--- config.mk ---
export PLATFORM = sky130hd
export DESIGN_NAME = scalar_core
export DESIGN_NICKNAME = d
export VERILOG_FILES = /design/src/mem_pkg.sv /design/src/isa_pkg.sv /design/src/core_ifs.sv /design/src/front_end.sv /design/src/scheduler.sv /design/src/back_end.sv /design/src/mem_ctrl.sv /design/src/scalar_core.sv
export VERILOG_INCLUDE_DIRS = /design/src
export SDC_FILE = /design/constraint.sdc
export NUM_CORES = 1
export LEC_CHECK = 0
export BUFFER_PORTS_ARGS = -buffer_cell sky130_fd_sc_hd__buf_4
export CORE_ASPECT_RATIO = 0.5
export CORE_MARGIN = 2
export CORE_UTILIZATION = 45
export CTS_CLUSTER_SIZE = 10
export DETAILED_ROUTE_END_ITERATION = 16
export SLEW_MARGIN = 20
export SYNTH_ARGS = -nofsm -noshare
export SYNTH_HDL_FRONTEND = slang
export SYNTH_SLANG_ARGS = --single-unit
--- constraint.sdc ---
create_clock -name clk -period 14 [get_ports clk]
set_input_delay 2.1 -clock clk [delete_from_list [all_inputs] [get_ports clk]]
set_output_delay 2.1 -clock clk [all_outputs]
set_load 0.01 [all_outputs]
--- src/core_settings.svh ---
`ifndef CORE_SETTINGS_SVH
`define CORE_SETTINGS_SVH

// Register file size, r0 reads as zero
`define CORE_REG_COUNT 16

// First fetch address after reset
`define CORE_RESET_PC 32'h0000_0000

// Stores here go to io_valid/io_data
`define CORE_IO_BUS_ADDR 32'h0000_0FFC

`define CORE_XLEN 32

`endif

--- src/mem_pkg.sv ---
`include "core_settings.svh"

package mem_pkg;

    typedef logic [`CORE_XLEN-1:0] word_t;

    // Byte address, word aligned
    typedef logic [`CORE_XLEN-1:0] addr_t;

    typedef enum logic {
        ACC_READ,
        ACC_WRITE
    } access_t;

endpackage

--- src/isa_pkg.sv ---
`include "core_settings.svh"

package isa_pkg;

    // Unlisted codes execute as a no-op
    typedef enum logic [5:0] {
        OP_ADD    = 6'h01,
        OP_SUB    = 6'h02,
        OP_ADDI   = 6'h03,
        OP_LW     = 6'h04,
        OP_SW     = 6'h05,
        OP_BNE    = 6'h06,
        OP_EBREAK = 6'h3f
    } opcode_t;

    typedef logic [$clog2(`CORE_REG_COUNT)-1:0] reg_idx_t;

    typedef struct packed {
        opcode_t     opcode;
        reg_idx_t    rd;
        reg_idx_t    rs1;
        reg_idx_t    rs2;
        logic [13:0] unused;
    } r_fmt_t;

    // SW and BNE read rd as a source
    typedef struct packed {
        opcode_t            opcode;
        reg_idx_t           rd;
        reg_idx_t           rs1;
        logic signed [17:0] imm;
    } i_fmt_t;

    typedef union packed {
        r_fmt_t r;
        i_fmt_t i;
    } instr_t;

endpackage

--- src/core_ifs.sv ---
`timescale 1ns/10ps

// Four-phase req/ack port
interface mem_port_if;
    logic              req;
    logic              ack;
    mem_pkg::access_t  access;
    mem_pkg::addr_t    addr;
    mem_pkg::word_t    wdata;
    mem_pkg::word_t    rdata;

    modport requester (output req, access, addr, wdata, input ack, rdata);
    modport responder (input req, access, addr, wdata, output ack, rdata);
endinterface

// Held until go, transfer on valid && go
interface issue_if;
    logic             valid;
    isa_pkg::instr_t  instr;
    mem_pkg::addr_t   pc;
    logic             go;

    modport source (output valid, instr, pc, input go);
    modport sched (input valid, instr, output go);
    modport sink (input valid, instr, pc, go);
endinterface

// Scoreboard set and clear
interface wb_if;
    logic               load_issue;
    isa_pkg::reg_idx_t  load_rd;
    logic               load_done;
    isa_pkg::reg_idx_t  done_rd;

    modport source (output load_issue, load_rd, load_done, done_rd);
    modport sink (input load_issue, load_rd, load_done, done_rd);
endinterface

--- src/front_end.sv ---
`timescale 1ns/10ps
`include "core_settings.svh"

module front_end (
    input  logic           clk,
    input  logic           reset,
    mem_port_if.requester  fetch_port,
    issue_if.source        issue,
    input  logic           redirect_valid,
    input  mem_pkg::addr_t redirect_pc,
    input  logic           halt
);
    mem_pkg::addr_t   pc_q;
    mem_pkg::addr_t   fetch_addr_q;
    mem_pkg::addr_t   held_pc_q;
    isa_pkg::instr_t  held_instr_q;
    logic             req_q;
    logic             valid_q;
    logic             stale_q;
    logic             halted_q;
    logic             transfer;
    logic             stop_after;
    logic             capture;
    logic             start_fetch;
    mem_pkg::addr_t   next_addr;

    assign transfer = issue.valid && issue.go;
    // Nothing is fetched past an EBREAK
    assign stop_after = transfer && (held_instr_q.r.opcode == isa_pkg::OP_EBREAK);
    assign capture = req_q && fetch_port.ack;
    assign start_fetch = !req_q && !fetch_port.ack && (!valid_q || transfer)
                      && !halted_q && !halt && !stop_after;
    assign next_addr = redirect_valid ? redirect_pc : pc_q;

    assign fetch_port.req = req_q;
    assign fetch_port.access = mem_pkg::ACC_READ;
    assign fetch_port.addr = fetch_addr_q;
    assign fetch_port.wdata = '0;

    // Held word is stale during a redirect
    assign issue.valid = valid_q && !redirect_valid;
    assign issue.instr = held_instr_q;
    assign issue.pc = held_pc_q;

    always_ff @(posedge clk) begin
        if (reset) begin
            pc_q <= `CORE_RESET_PC;
            req_q <= 1'b0;
            valid_q <= 1'b0;
            stale_q <= 1'b0;
            halted_q <= 1'b0;
        end else begin
            halted_q <= halted_q || halt || stop_after;
            if (start_fetch) begin
                req_q <= 1'b1;
                pc_q <= next_addr + 32'd4;
            end else if (redirect_valid) begin
                pc_q <= redirect_pc;
            end
            if (capture) begin
                req_q <= 1'b0;
                stale_q <= 1'b0;
            end else if (redirect_valid && req_q) begin
                stale_q <= 1'b1;
            end
            // Stale fetch finishes its handshake, then is dropped
            if (capture && !stale_q && !redirect_valid) begin
                valid_q <= 1'b1;
            end else if (transfer || redirect_valid) begin
                valid_q <= 1'b0;
            end
        end
    end

    always_ff @(posedge clk) begin
        if (start_fetch) begin
            fetch_addr_q <= next_addr;
        end
        if (capture) begin
            held_instr_q <= fetch_port.rdata;
            held_pc_q <= fetch_addr_q;
        end
    end

endmodule

--- src/scheduler.sv ---
`timescale 1ns/10ps
`include "core_settings.svh"

module scheduler (
    input  logic    clk,
    input  logic    reset,
    issue_if.sched  issue,
    wb_if.sink      wb,
    input  logic    mem_busy
);
    logic [`CORE_REG_COUNT-1:0]  pending_q;
    isa_pkg::opcode_t            op;
    logic                        reg_hit;
    logic                        mem_hold;
    logic                        drain_hold;

    assign op = issue.instr.r.opcode;

    // rs2 is a register only in the R format
    assign reg_hit = pending_q[issue.instr.r.rd] || pending_q[issue.instr.r.rs1]
                  || ((op == isa_pkg::OP_ADD || op == isa_pkg::OP_SUB)
                      && pending_q[issue.instr.r.rs2]);

    assign mem_hold = (op == isa_pkg::OP_LW || op == isa_pkg::OP_SW) && mem_busy;

    // Halt only once loads and stores have drained
    assign drain_hold = (op == isa_pkg::OP_EBREAK) && ((|pending_q) || mem_busy);

    assign issue.go = issue.valid && !reg_hit && !mem_hold && !drain_hold;

    always_ff @(posedge clk) begin
        if (reset) begin
            pending_q <= '0;
        end else begin
            if (wb.load_done) begin
                pending_q[wb.done_rd] <= 1'b0;
            end
            if (wb.load_issue) begin
                pending_q[wb.load_rd] <= 1'b1;
            end
        end
    end

endmodule

--- src/back_end.sv ---
`timescale 1ns/10ps
`include "core_settings.svh"

module back_end (
    input  logic           clk,
    input  logic           reset,
    issue_if.sink          issue,
    wb_if.source           wb,
    mem_port_if.requester  data_port,
    output logic           redirect_valid,
    output mem_pkg::addr_t redirect_pc,
    output logic           mem_busy,
    output logic           halt,
    output logic           ebreak
);
    mem_pkg::word_t     regs [`CORE_REG_COUNT];
    isa_pkg::instr_t    instr;
    isa_pkg::opcode_t   op;
    mem_pkg::word_t     rd_val;
    mem_pkg::word_t     rs1_val;
    mem_pkg::word_t     rs2_val;
    mem_pkg::word_t     imm;
    mem_pkg::word_t     alu_result;
    logic               transfer;
    logic               alu_we;
    logic               launch;
    logic               mem_req_q;
    logic               mem_write_q;
    mem_pkg::addr_t     mem_addr_q;
    mem_pkg::word_t     mem_wdata_q;
    isa_pkg::reg_idx_t  ld_rd_q;
    mem_pkg::word_t     ld_data_q;
    logic               ld_pending_q;
    logic               ld_return;
    logic               ld_avail;
    logic               ld_write;
    logic               halt_q;

    assign instr = issue.instr;
    assign op = instr.r.opcode;
    assign transfer = issue.valid && issue.go;

    assign rd_val = (instr.r.rd == '0) ? '0 : regs[instr.r.rd];
    assign rs1_val = (instr.r.rs1 == '0) ? '0 : regs[instr.r.rs1];
    assign rs2_val = (instr.r.rs2 == '0) ? '0 : regs[instr.r.rs2];
    assign imm = {{(`CORE_XLEN-18){instr.i.imm[17]}}, instr.i.imm};

    // Default sum doubles as the LW/SW address
    always_comb begin
        case (op)
            isa_pkg::OP_ADD: alu_result = rs1_val + rs2_val;
            isa_pkg::OP_SUB: alu_result = rs1_val - rs2_val;
            default:         alu_result = rs1_val + imm;
        endcase
    end

    assign alu_we = transfer && (instr.r.rd != '0)
                 && (op inside {isa_pkg::OP_ADD, isa_pkg::OP_SUB, isa_pkg::OP_ADDI});
    assign launch = transfer && (op == isa_pkg::OP_LW || op == isa_pkg::OP_SW);

    // Load return waits behind an ALU write
    assign ld_return = mem_req_q && data_port.ack && !mem_write_q;
    assign ld_avail = ld_return || ld_pending_q;
    assign ld_write = ld_avail && !alu_we;

    assign data_port.req = mem_req_q;
    assign data_port.access = mem_write_q ? mem_pkg::ACC_WRITE : mem_pkg::ACC_READ;
    assign data_port.addr = mem_addr_q;
    assign data_port.wdata = mem_wdata_q;

    assign wb.load_issue = transfer && (op == isa_pkg::OP_LW);
    assign wb.load_rd = instr.r.rd;
    assign wb.load_done = ld_write;
    assign wb.done_rd = ld_rd_q;

    assign mem_busy = mem_req_q || data_port.ack || ld_pending_q;
    assign halt = halt_q;
    assign ebreak = halt_q;

    always_ff @(posedge clk) begin
        if (alu_we) begin
            regs[instr.r.rd] <= alu_result;
        end else if (ld_write && ld_rd_q != '0) begin
            regs[ld_rd_q] <= ld_pending_q ? ld_data_q : data_port.rdata;
        end
    end

    always_ff @(posedge clk) begin
        if (reset) begin
            redirect_valid <= 1'b0;
            mem_req_q <= 1'b0;
            ld_pending_q <= 1'b0;
            halt_q <= 1'b0;
        end else begin
            redirect_valid <= transfer && (op == isa_pkg::OP_BNE) && (rd_val != rs1_val);
            halt_q <= halt_q || (transfer && op == isa_pkg::OP_EBREAK);
            if (launch) begin
                mem_req_q <= 1'b1;
            end else if (mem_req_q && data_port.ack) begin
                mem_req_q <= 1'b0;
            end
            ld_pending_q <= ld_avail && alu_we;
        end
    end

    always_ff @(posedge clk) begin
        redirect_pc <= issue.pc + {imm[`CORE_XLEN-3:0], 2'b00};
        if (launch) begin
            mem_addr_q <= alu_result;
            mem_write_q <= (op == isa_pkg::OP_SW);
            mem_wdata_q <= rd_val;
            ld_rd_q <= instr.r.rd;
        end
        if (ld_return) begin
            ld_data_q <= data_port.rdata;
        end
    end

endmodule

--- src/mem_ctrl.sv ---
`timescale 1ns/10ps
`include "core_settings.svh"

module mem_ctrl (
    input  logic           clk,
    input  logic           reset,
    mem_port_if.responder  fetch_port,
    mem_port_if.responder  data_port,
    output logic           i_req,
    output mem_pkg::addr_t i_addr,
    input  logic           i_ack,
    input  mem_pkg::word_t i_rdata,
    output logic           d_req,
    output logic           d_write,
    output mem_pkg::addr_t d_addr,
    output mem_pkg::word_t d_wdata,
    input  logic           d_ack,
    input  mem_pkg::word_t d_rdata,
    output logic           io_valid,
    output mem_pkg::word_t io_data
);
    logic            i_ack_q;
    logic            d_ack_q;
    logic            io_ack_q;
    logic            is_io;
    mem_pkg::word_t  i_rdata_q;
    mem_pkg::word_t  d_rdata_q;

    // IO bus stores are completed here and never reach the d port
    assign is_io = (data_port.access == mem_pkg::ACC_WRITE)
                && (data_port.addr == `CORE_IO_BUS_ADDR);

    assign fetch_port.ack = i_ack_q;
    assign fetch_port.rdata = i_rdata_q;
    assign data_port.ack = d_ack_q || io_ack_q;
    assign data_port.rdata = d_rdata_q;

    always_ff @(posedge clk) begin
        if (reset) begin
            i_req <= 1'b0;
            i_ack_q <= 1'b0;
            d_req <= 1'b0;
            d_ack_q <= 1'b0;
            io_ack_q <= 1'b0;
            io_valid <= 1'b0;
        end else begin
            i_req <= fetch_port.req;
            i_ack_q <= i_ack;
            d_req <= data_port.req && !is_io;
            d_ack_q <= d_ack;
            io_ack_q <= data_port.req && is_io;
            // One pulse, on the first cycle of the request
            io_valid <= data_port.req && is_io && !io_ack_q;
        end
    end

    always_ff @(posedge clk) begin
        i_addr <= fetch_port.addr;
        d_write <= (data_port.access == mem_pkg::ACC_WRITE);
        d_addr <= data_port.addr;
        d_wdata <= data_port.wdata;
        if (i_ack) begin
            i_rdata_q <= i_rdata;
        end
        if (d_ack) begin
            d_rdata_q <= d_rdata;
        end
        if (data_port.req && is_io && !io_ack_q) begin
            io_data <= data_port.wdata;
        end
    end

endmodule

--- src/scalar_core.sv ---
`timescale 1ns/10ps

module scalar_core (
    // Clock
    input  wire                  clk,
    input  wire                  reset,

    // Instruction memory
    output wire                  i_req,
    input  wire                  i_ack,
    output wire mem_pkg::addr_t  i_addr,
    input  wire mem_pkg::word_t  i_rdata,

    // Data memory
    output wire                  d_req,
    input  wire                  d_ack,
    output wire                  d_write,
    output wire mem_pkg::addr_t  d_addr,
    output wire mem_pkg::word_t  d_wdata,
    input  wire mem_pkg::word_t  d_rdata,

    // IO
    output wire                  io_valid,
    output wire mem_pkg::word_t  io_data,

    output wire                  ebreak
);
    wire                  redirect_valid;
    wire mem_pkg::addr_t  redirect_pc;
    wire                  mem_busy;
    wire                  halt;

    mem_port_if  fetch_port();
    mem_port_if  data_port();
    issue_if     issue();
    wb_if        wb();

    front_end front_end (
        .clk             (clk),
        .reset           (reset),
        .fetch_port      (fetch_port),
        .issue           (issue),
        .redirect_valid  (redirect_valid),
        .redirect_pc     (redirect_pc),
        .halt            (halt)
    );

    scheduler scheduler (
        .clk             (clk),
        .reset           (reset),
        .issue           (issue),
        .wb              (wb),
        .mem_busy        (mem_busy)
    );

    back_end back_end (
        .clk             (clk),
        .reset           (reset),
        .issue           (issue),
        .wb              (wb),
        .data_port       (data_port),
        .redirect_valid  (redirect_valid),
        .redirect_pc     (redirect_pc),
        .mem_busy        (mem_busy),
        .halt            (halt),
        .ebreak          (ebreak)
    );

    mem_ctrl mem_ctrl (
        .clk             (clk),
        .reset           (reset),
        .fetch_port      (fetch_port),
        .data_port       (data_port),
        .i_req           (i_req),
        .i_addr          (i_addr),
        .i_ack           (i_ack),
        .i_rdata         (i_rdata),
        .d_req           (d_req),
        .d_write         (d_write),
        .d_addr          (d_addr),
        .d_wdata         (d_wdata),
        .d_ack           (d_ack),
        .d_rdata         (d_rdata),
        .io_valid        (io_valid),
        .io_data         (io_data)
    );

endmodule

### Yosys cells after proc, flatten, opt, wreduce, memory -nomap -nowiden

Memory sizes are Yosys's and may differ from the RTL's. A register that Yosys moved wholly into a read port is not among the register bits.
Index checks and enable logic that the tools add are counted.
Widths: inputs -> output; s select.

| storage, ports and cells | value |
|---|---|
| flip-flop bits (word level) | 484 |
| memory bits (read-only) | 0 |
| output and inout bits | 133 |
| word-level logic and storage cells | 167 |
| memories kept | 1 |
| bits in writable memories | 512 |
| latch bits | 0 |
| bits of input ports | 68 |

Memory list:

| name | depth | bits a word | rd ports | clocked after memory_dff | wr ports | line | RTL |
|---|---|---|---|---|---|---|---|
| back_end.regs | 16 | 32 | 3 | 3 | 1 | back_end.sv:16 | `` mem_pkg::word_t regs [`CORE_REG_COUNT]; `` |

| operators by class | value |
|---|---|
| $lt $le $gt $ge | 6 |
| multiply operators | 0 |
| add/sub/neg operators | 5 |
| equal/unequal tests | 9 |
| mux-type cells | 36 |
| reduce and logical (&&, ||, !) cells | 75 |
| shift operators | 0 |
| divide/modulo/power cells | 0 |
| bitwise logic cells | 3 |

Operators by type and width:

| kind | number |
|---|---|
| $mux 32 | 7 |
| $add 32x32->32 | 3 |
| $pmux 32 s2 | 1 |
| $mux 16 | 3 |
| $logic_and 1x1->1 | 35 |
| $add 32x3->32 const B | 1 |
| $eq 32x12->1 const B | 1 |
| $ne 32x32->1 | 1 |
| $reduce_or 32->1 | 1 |
| $sub 32x32->32 | 1 |
| $lt 4x5->1 const B | 4 |
| $eq 6x3->1 const B | 3 |
| $and 16x16->16 | 1 |
| $mux 1 | 16 |
| $mux 4 | 4 |
| $not 16->16 | 1 |
| $or 16x16->16 | 1 |
| $reduce_or 16->1 | 1 |
| $logic_not 1->1 | 15 |
| $logic_or 1x1->1 | 14 |
| $bmux 1 s4 | 3 |
| $eq 6x2->1 const B | 2 |
| $logic_not 4->1 | 3 |
| $demux 1 s4 | 2 |
| other kinds (7) | 10 |

### Longest topological paths before layout

| logic depth | value |
|---|---|
| depth after elaboration | 19 |
| mapped depth | 26 |
| depth with buffers taken out | 22 |

### Modules after synthesis

A second synthesis with hierarchy kept.

| unflattened totals | value |
|---|---|
| cell total of the unflattened synthesis | 3010 |
| area total of the unflattened synthesis | 48584.1 um^2 |

Modules (own cells, without submodules):

| module | area each (um^2) | instances | cells each | seq. area each (um^2) |
|---|---|---|---|---|
| back_end | 36662.7 | 1 | 2231 | 19128.3 |
| front_end | 5589.1 | 1 | 416 | 3603.5 |
| mem_ctrl | 5141.2 | 1 | 224 | 4944.7 |
| scheduler | 1191.1 | 1 | 139 | 320.3 |

### Worst setup path after synthesis

OpenSTA, ideal clock, no wires.

| path | value |
|---|---|
| path kind | register to register |
| start point | register front_end.held_instr_q (netlist bit front_end.issue.instr[22]) |
| end point | register scheduler.pending_q[14] |
| clock period less this slack | 10288 ps |
| data required time | 13929 ps |
| stages on the path, launching flop included | 10 |
| data arrival time | 10217 ps |
| path buffers | 1 |
| setup time | 71 ps |
| setup slack | 3712 ps |
| path through | edfxtp_1 clkbuf_1 mux4_2 mux4_2 o21bai_1 nor4b_1 nor2b_1 nor2b_1 nand2_1 a21oi_1 |

| on the way | value |
|---|---|
| word-level cells in the longest chain between the ends | 17 |
| elaborated cells between the ends (all ways) | 24 |
| classes of those cells | order compare (2); mux (7); bitwise (1); reduce/logical (14) |

RTL lines:

| what | line | RTL |
|---|---|---|
| start, declared | front_end.sv:16 | `isa_pkg::instr_t held_instr_q;` |
| start signal, assigned | front_end.sv:80 | `held_instr_q <= fetch_port.rdata;` |
| $bmux 1 s4 | scheduler.sv:20 | `assign reg_hit = pending_q[issue.instr.r.rd] \|\| pending_q[issue.instr.r.rs1]` |
| $mux 1 (implied by the code) | scheduler.sv:20 |  |
| $logic_or 1x1->1 | scheduler.sv:20 |  |
| $logic_or 1x1->1 | scheduler.sv:21 | `\|\| ((op == isa_pkg::OP_ADD \|\| op == isa_pkg::OP_SUB)` |
| $logic_not 1->1 | scheduler.sv:29 | `assign issue.go = issue.valid && !reg_hit && !mem_hold && !drain_hold;` |
| $logic_and 1x1->1 (3 in a row) | scheduler.sv:29 |  |
| $logic_and 1x1->1 | back_end.sv:41 | `assign transfer = issue.valid && issue.go;` |
| $logic_and 1x1->1 | back_end.sv:57 | `assign alu_we = transfer && (instr.r.rd != '0)` |
| $logic_and 1x1->1 | back_end.sv:58 | `&& (op inside {isa_pkg::OP_ADD, isa_pkg::OP_SUB, isa_pkg::OP_ADDI});` |
| $logic_not 1->1 | back_end.sv:64 | `assign ld_write = ld_avail && !alu_we;` |
| $logic_and 1x1->1 | back_end.sv:64 |  |
| $mux 16 | scheduler.sv:35 | `if (wb.load_done) begin` |
| $mux 16 | scheduler.sv:32 | `if (reset) begin` |
| $or 16x16->16 (no source line) | -- |  |
| $mux 16 (*) | scheduler.sv:38 | `if (wb.load_issue) begin` |
| end signal, assigned | scheduler.sv:33 | `pending_q <= '0;` |
| end signal, assigned by index | scheduler.sv:36 | `pending_q[wb.done_rd] <= 1'b0;` |
| end signal, assigned by index | scheduler.sv:39 | `pending_q[wb.load_rd] <= 1'b1;` |
| end, declared | scheduler.sv:11 | `` logic [`CORE_REG_COUNT-1:0] pending_q; `` |

Every way passes the cells marked *; elsewhere a longest branch is shown, timed or not. The select of a mux whose other input is x is not followed.
A chain may end at the register's enable or synchronous reset.

==> impl_metrics.json <==
{
  "synth_top_area_share_pct": 49.8,
  "synth_ff_type": "edfxtp_1",
  "nNetsFinal": 3311,
  "cts_resized": 0,
  "drc": 0,
  "ys.warnings.count": 0,
  "critPathMaxFanout": 42,
  "maxCapViolCount": 0,
  "synth_cell_types": 88,
  "startpoint_type": "flip-flop",
  "finalSetupViolations": 0,
  "synth_seq_cells": 1008,
  "crit_chain": "buf_4, buf_4, mux4_2, mux2i_1, o211ai_1, nor4bb_1, nand2b_1, or4b_1, nor3b_1, xnor2_1, o221ai_1, ha_1, a211oi_1, nand2_1, a2111oi_0, o31ai_1, a311o_1, or4b_2, nand3_1",
  "ir_worst_vdd_mv": 0.0896,
  "grt_use_total_pct": 27.0,
  "top_register": "back_end.regs",
  "yosysSeqAreaShare_pct": 58.2,
  "cts_tree": "done",
  "cts_setup_buffers": 0,
  "die_w_um": 468,
  "hold_ws_ps": 350,
  "worst_pin_slew_ps": 1130,
  "clockBufferDepth": 3,
  "yosysMostFrequentCell": "edfxtp_1",
  "clkLatencyLatePin_ps": 740,
  "largest_reg_flops": 512,
  "wl_per_cell_um": 31.9,
  "maxSlewHeadroom_pct": 24.4,
  "status": "completed",
  "grt_antenna_before_repair": 5,
  "start_util_pct": 45.2,
  "post-route-min-period_ps": 9020,
  "finalWeightedCongestion": 0.942,
  "p_total_mw": 7.11,
  "yosysTopAreaCell": "edfxtp_1",
  "grt_pass1_vias": 29202,
  "wirelength_mm": 150,
  "maxSlewViolCount": 0,
  "cts_hold_buf": 0,
  "power_density_mw_per_mm2": 129,
  "dr_total_vias": 30149,
  "skew_ps": 32.2,
  "cts_sinks": 1008,
  "die_area_mm2": 0.111,
  "clockRootBuffer": "clkbuf_16",
  "vias_per_cell": 6.42,
  "area_delta_synth_final_pct": 13.3,
  "place_hpwl_mm": 97.3,
  "dr.pass1.iters": 6,
  "synth_top_cells_by_count": "805 x edfxtp_1, 419 x mux4_2, 203 x dfxtp_1, 160 x nor2_1, 116 x a21oi_1",
  "synth_area_leaders": "edfxtp_1 50%, mux4_2 19%, dfxtp_1 8.4%, mux4_1 2.4%, ha_1 1.6%",
  "worst-endpoint-arrival_ps": 9460,
  "cts_made_buffers": 111,
  "cp-end-kind": "flip-flop",
  "fin_crit_sh_pct": 64.4,
  "layout-drive-gt1-share_pct": 28.2,
  "synth_edf_count": 805,
  "place.port_buffers": 200,
  "power.leakage_nw": 18.7,
  "crit_slowest_cell": "or4b_1",
  "cts_max_level": 3,
  "path_buf_inv": 2,
  "hold_class": "reg2reg",
  "drt-initial-drc-count": 3842,
  "stdcell_area_mm2": 0.0550,
  "tns_ps": 0,
  "hold_viol": 0,
  "die_y_um": 236,
  "max_freq_mhz": 111,
  "ios": 201,
  "ant_nets": 0,
  "grt_pass1_wl_mm": 212,
  "syn_avg_cell_area_um2": 16.5,
  "async_flop_share_pct": 0,
  "num_rows": 85,
  "placed_area_mm2": 0.0518,
  "core_mm2": 0.107,
  "overflow": 0,
  "critPathKind": "reg2reg",
  "hold_start": "front_end.issue.pc[0]",
  "critPathRequiredTime_ps": 14440,
  "grt_max_degree": 90,
  "rsz0062_at_grt": "false",
  "clk_pin_slew_ps": 60,
  "synth_cells": 2934,
  "path_delay_family": "simple AND/OR/NAND/NOR gates",
  "synth_area_mm2": 0.0485,
  "crit_top_cell": "buf_4",
  "cpPeakStageDelay_ps": 770
}
stage by stage:
step | std cells | setup WS [ps] | utilization, %
floorplan | 2965 | 3710 | -
global placement | 4500 | 5280 | 48.3
detailed placement | 4500 | 5230 | 48.3
CTS | 4691 | 5180 | 51.2
global route | 4691 | 4500 | 51.3
finish | 4693 | 4980 | 51.3
worst register-to-register path: stages (launching register included):
cell and delay, ps:
dfxtp_4 650, buf_4 660, buf_4 660, mux4_2 580, mux2i_1 220, o211ai_1 180
nor4bb_1 500, nand2b_1 300, or4b_1 780, nor3b_1 320, xnor2_1 150, o221ai_1 150
ha_1 460, a211oi_1 340, nand2_1 110, a2111oi_0 750, o31ai_1 320, a311o_1 460
or4b_2 620, nand3_1 500
final timing paths:
kind	slack [ps]	end	depth (start not counted)
hold reg to reg	350	back_end.redirect_pc[0]	0
hold / removal	350	back_end.redirect_pc[0]	0
setup / recovery	4980	back_end.regs[4][30]	19
setup reg to reg	4980	back_end.regs[4][30]	19
logic make-up (layout without fill, tap and decap cells):
family          after synthesis  in the layout  synth area share [%]
compound gates              369            369                  5.14
xor+xnor                    143            143                  2.58
fa+ha+maj                    66             66                  1.73
buf+inv                     216            507                  2.24
flops                      1008           1008                  58.2
mux                         567            567                  24.0
other cells                   1             34               0.00772
simple gates                564            564                  6.09
routing by layer:
| metal | share of wire (%) | global-route usage (%) | wire (µm) | up-vias |
|---|---|---|---|---|
| met1 | 43 | 40.1 | 63800 | 15862 |
| met2 | 44 | 39.3 | 65800 | 1629 |
| met5 | 0.018 | 0 | 27 | - |
| met3 | 11 | 7.40 | 16500 | 218 |
| met4 | 2.4 | 6.77 | 3610 | 4 |
| li1 | - | - | - | 12436 |
layout by cell type (no fill, tap or decap), types with 12 or more instances in the layout:
master       n
xnor2_1     84
a22o_1      12
nor3_1      31
o21ai_0     51
clkbuf_16  112
and2_1      17
o21a_1      22
o211ai_1    13
conb_1      32
inv_1       44
mux2_2      31
nand4_1     13
nand2b_1    25
mux2i_1     73
a21oi_2     15
mux4_1      44
edfxtp_1   805
clkbuf_1    70
buf_4      271
mux4_2     419
and3_1      13
a21oi_1    101
nor2_1     144
a21o_1      36
nor2b_1     93
nor4_1      26
nand2_1     92
dfxtp_1    190
ha_1        63
nor2_4      15
nand3_1     25
xor2_1      59
area by class of cell:
| class | count | area [µm²] |
|---|---|---|
| clock buffer | 182 | 3070 |
| timing repair buffer | 272 | 2050 |
| tap | 1435 | 1800 |
| clock inverter | 9 | 100 |
| multi-input combinational | 1741 | 19600 |
| sequential | 1008 | 28300 |
| inverter | 44 | 165 |
| fill | 8684 | 52300 |
| antenna | 2 | 5.00 |
power by group:
group | switching, mW | total (mW) | internal [mW]
clock network | 1.18 | 2.66 | 1.48
logic | 0.579 | 0.925 | 0.345
registers | 0.0651 | 3.53 | 3.46
total | 1.82 | 7.11 | 5.29
Power figures use the tool's default switching activity.
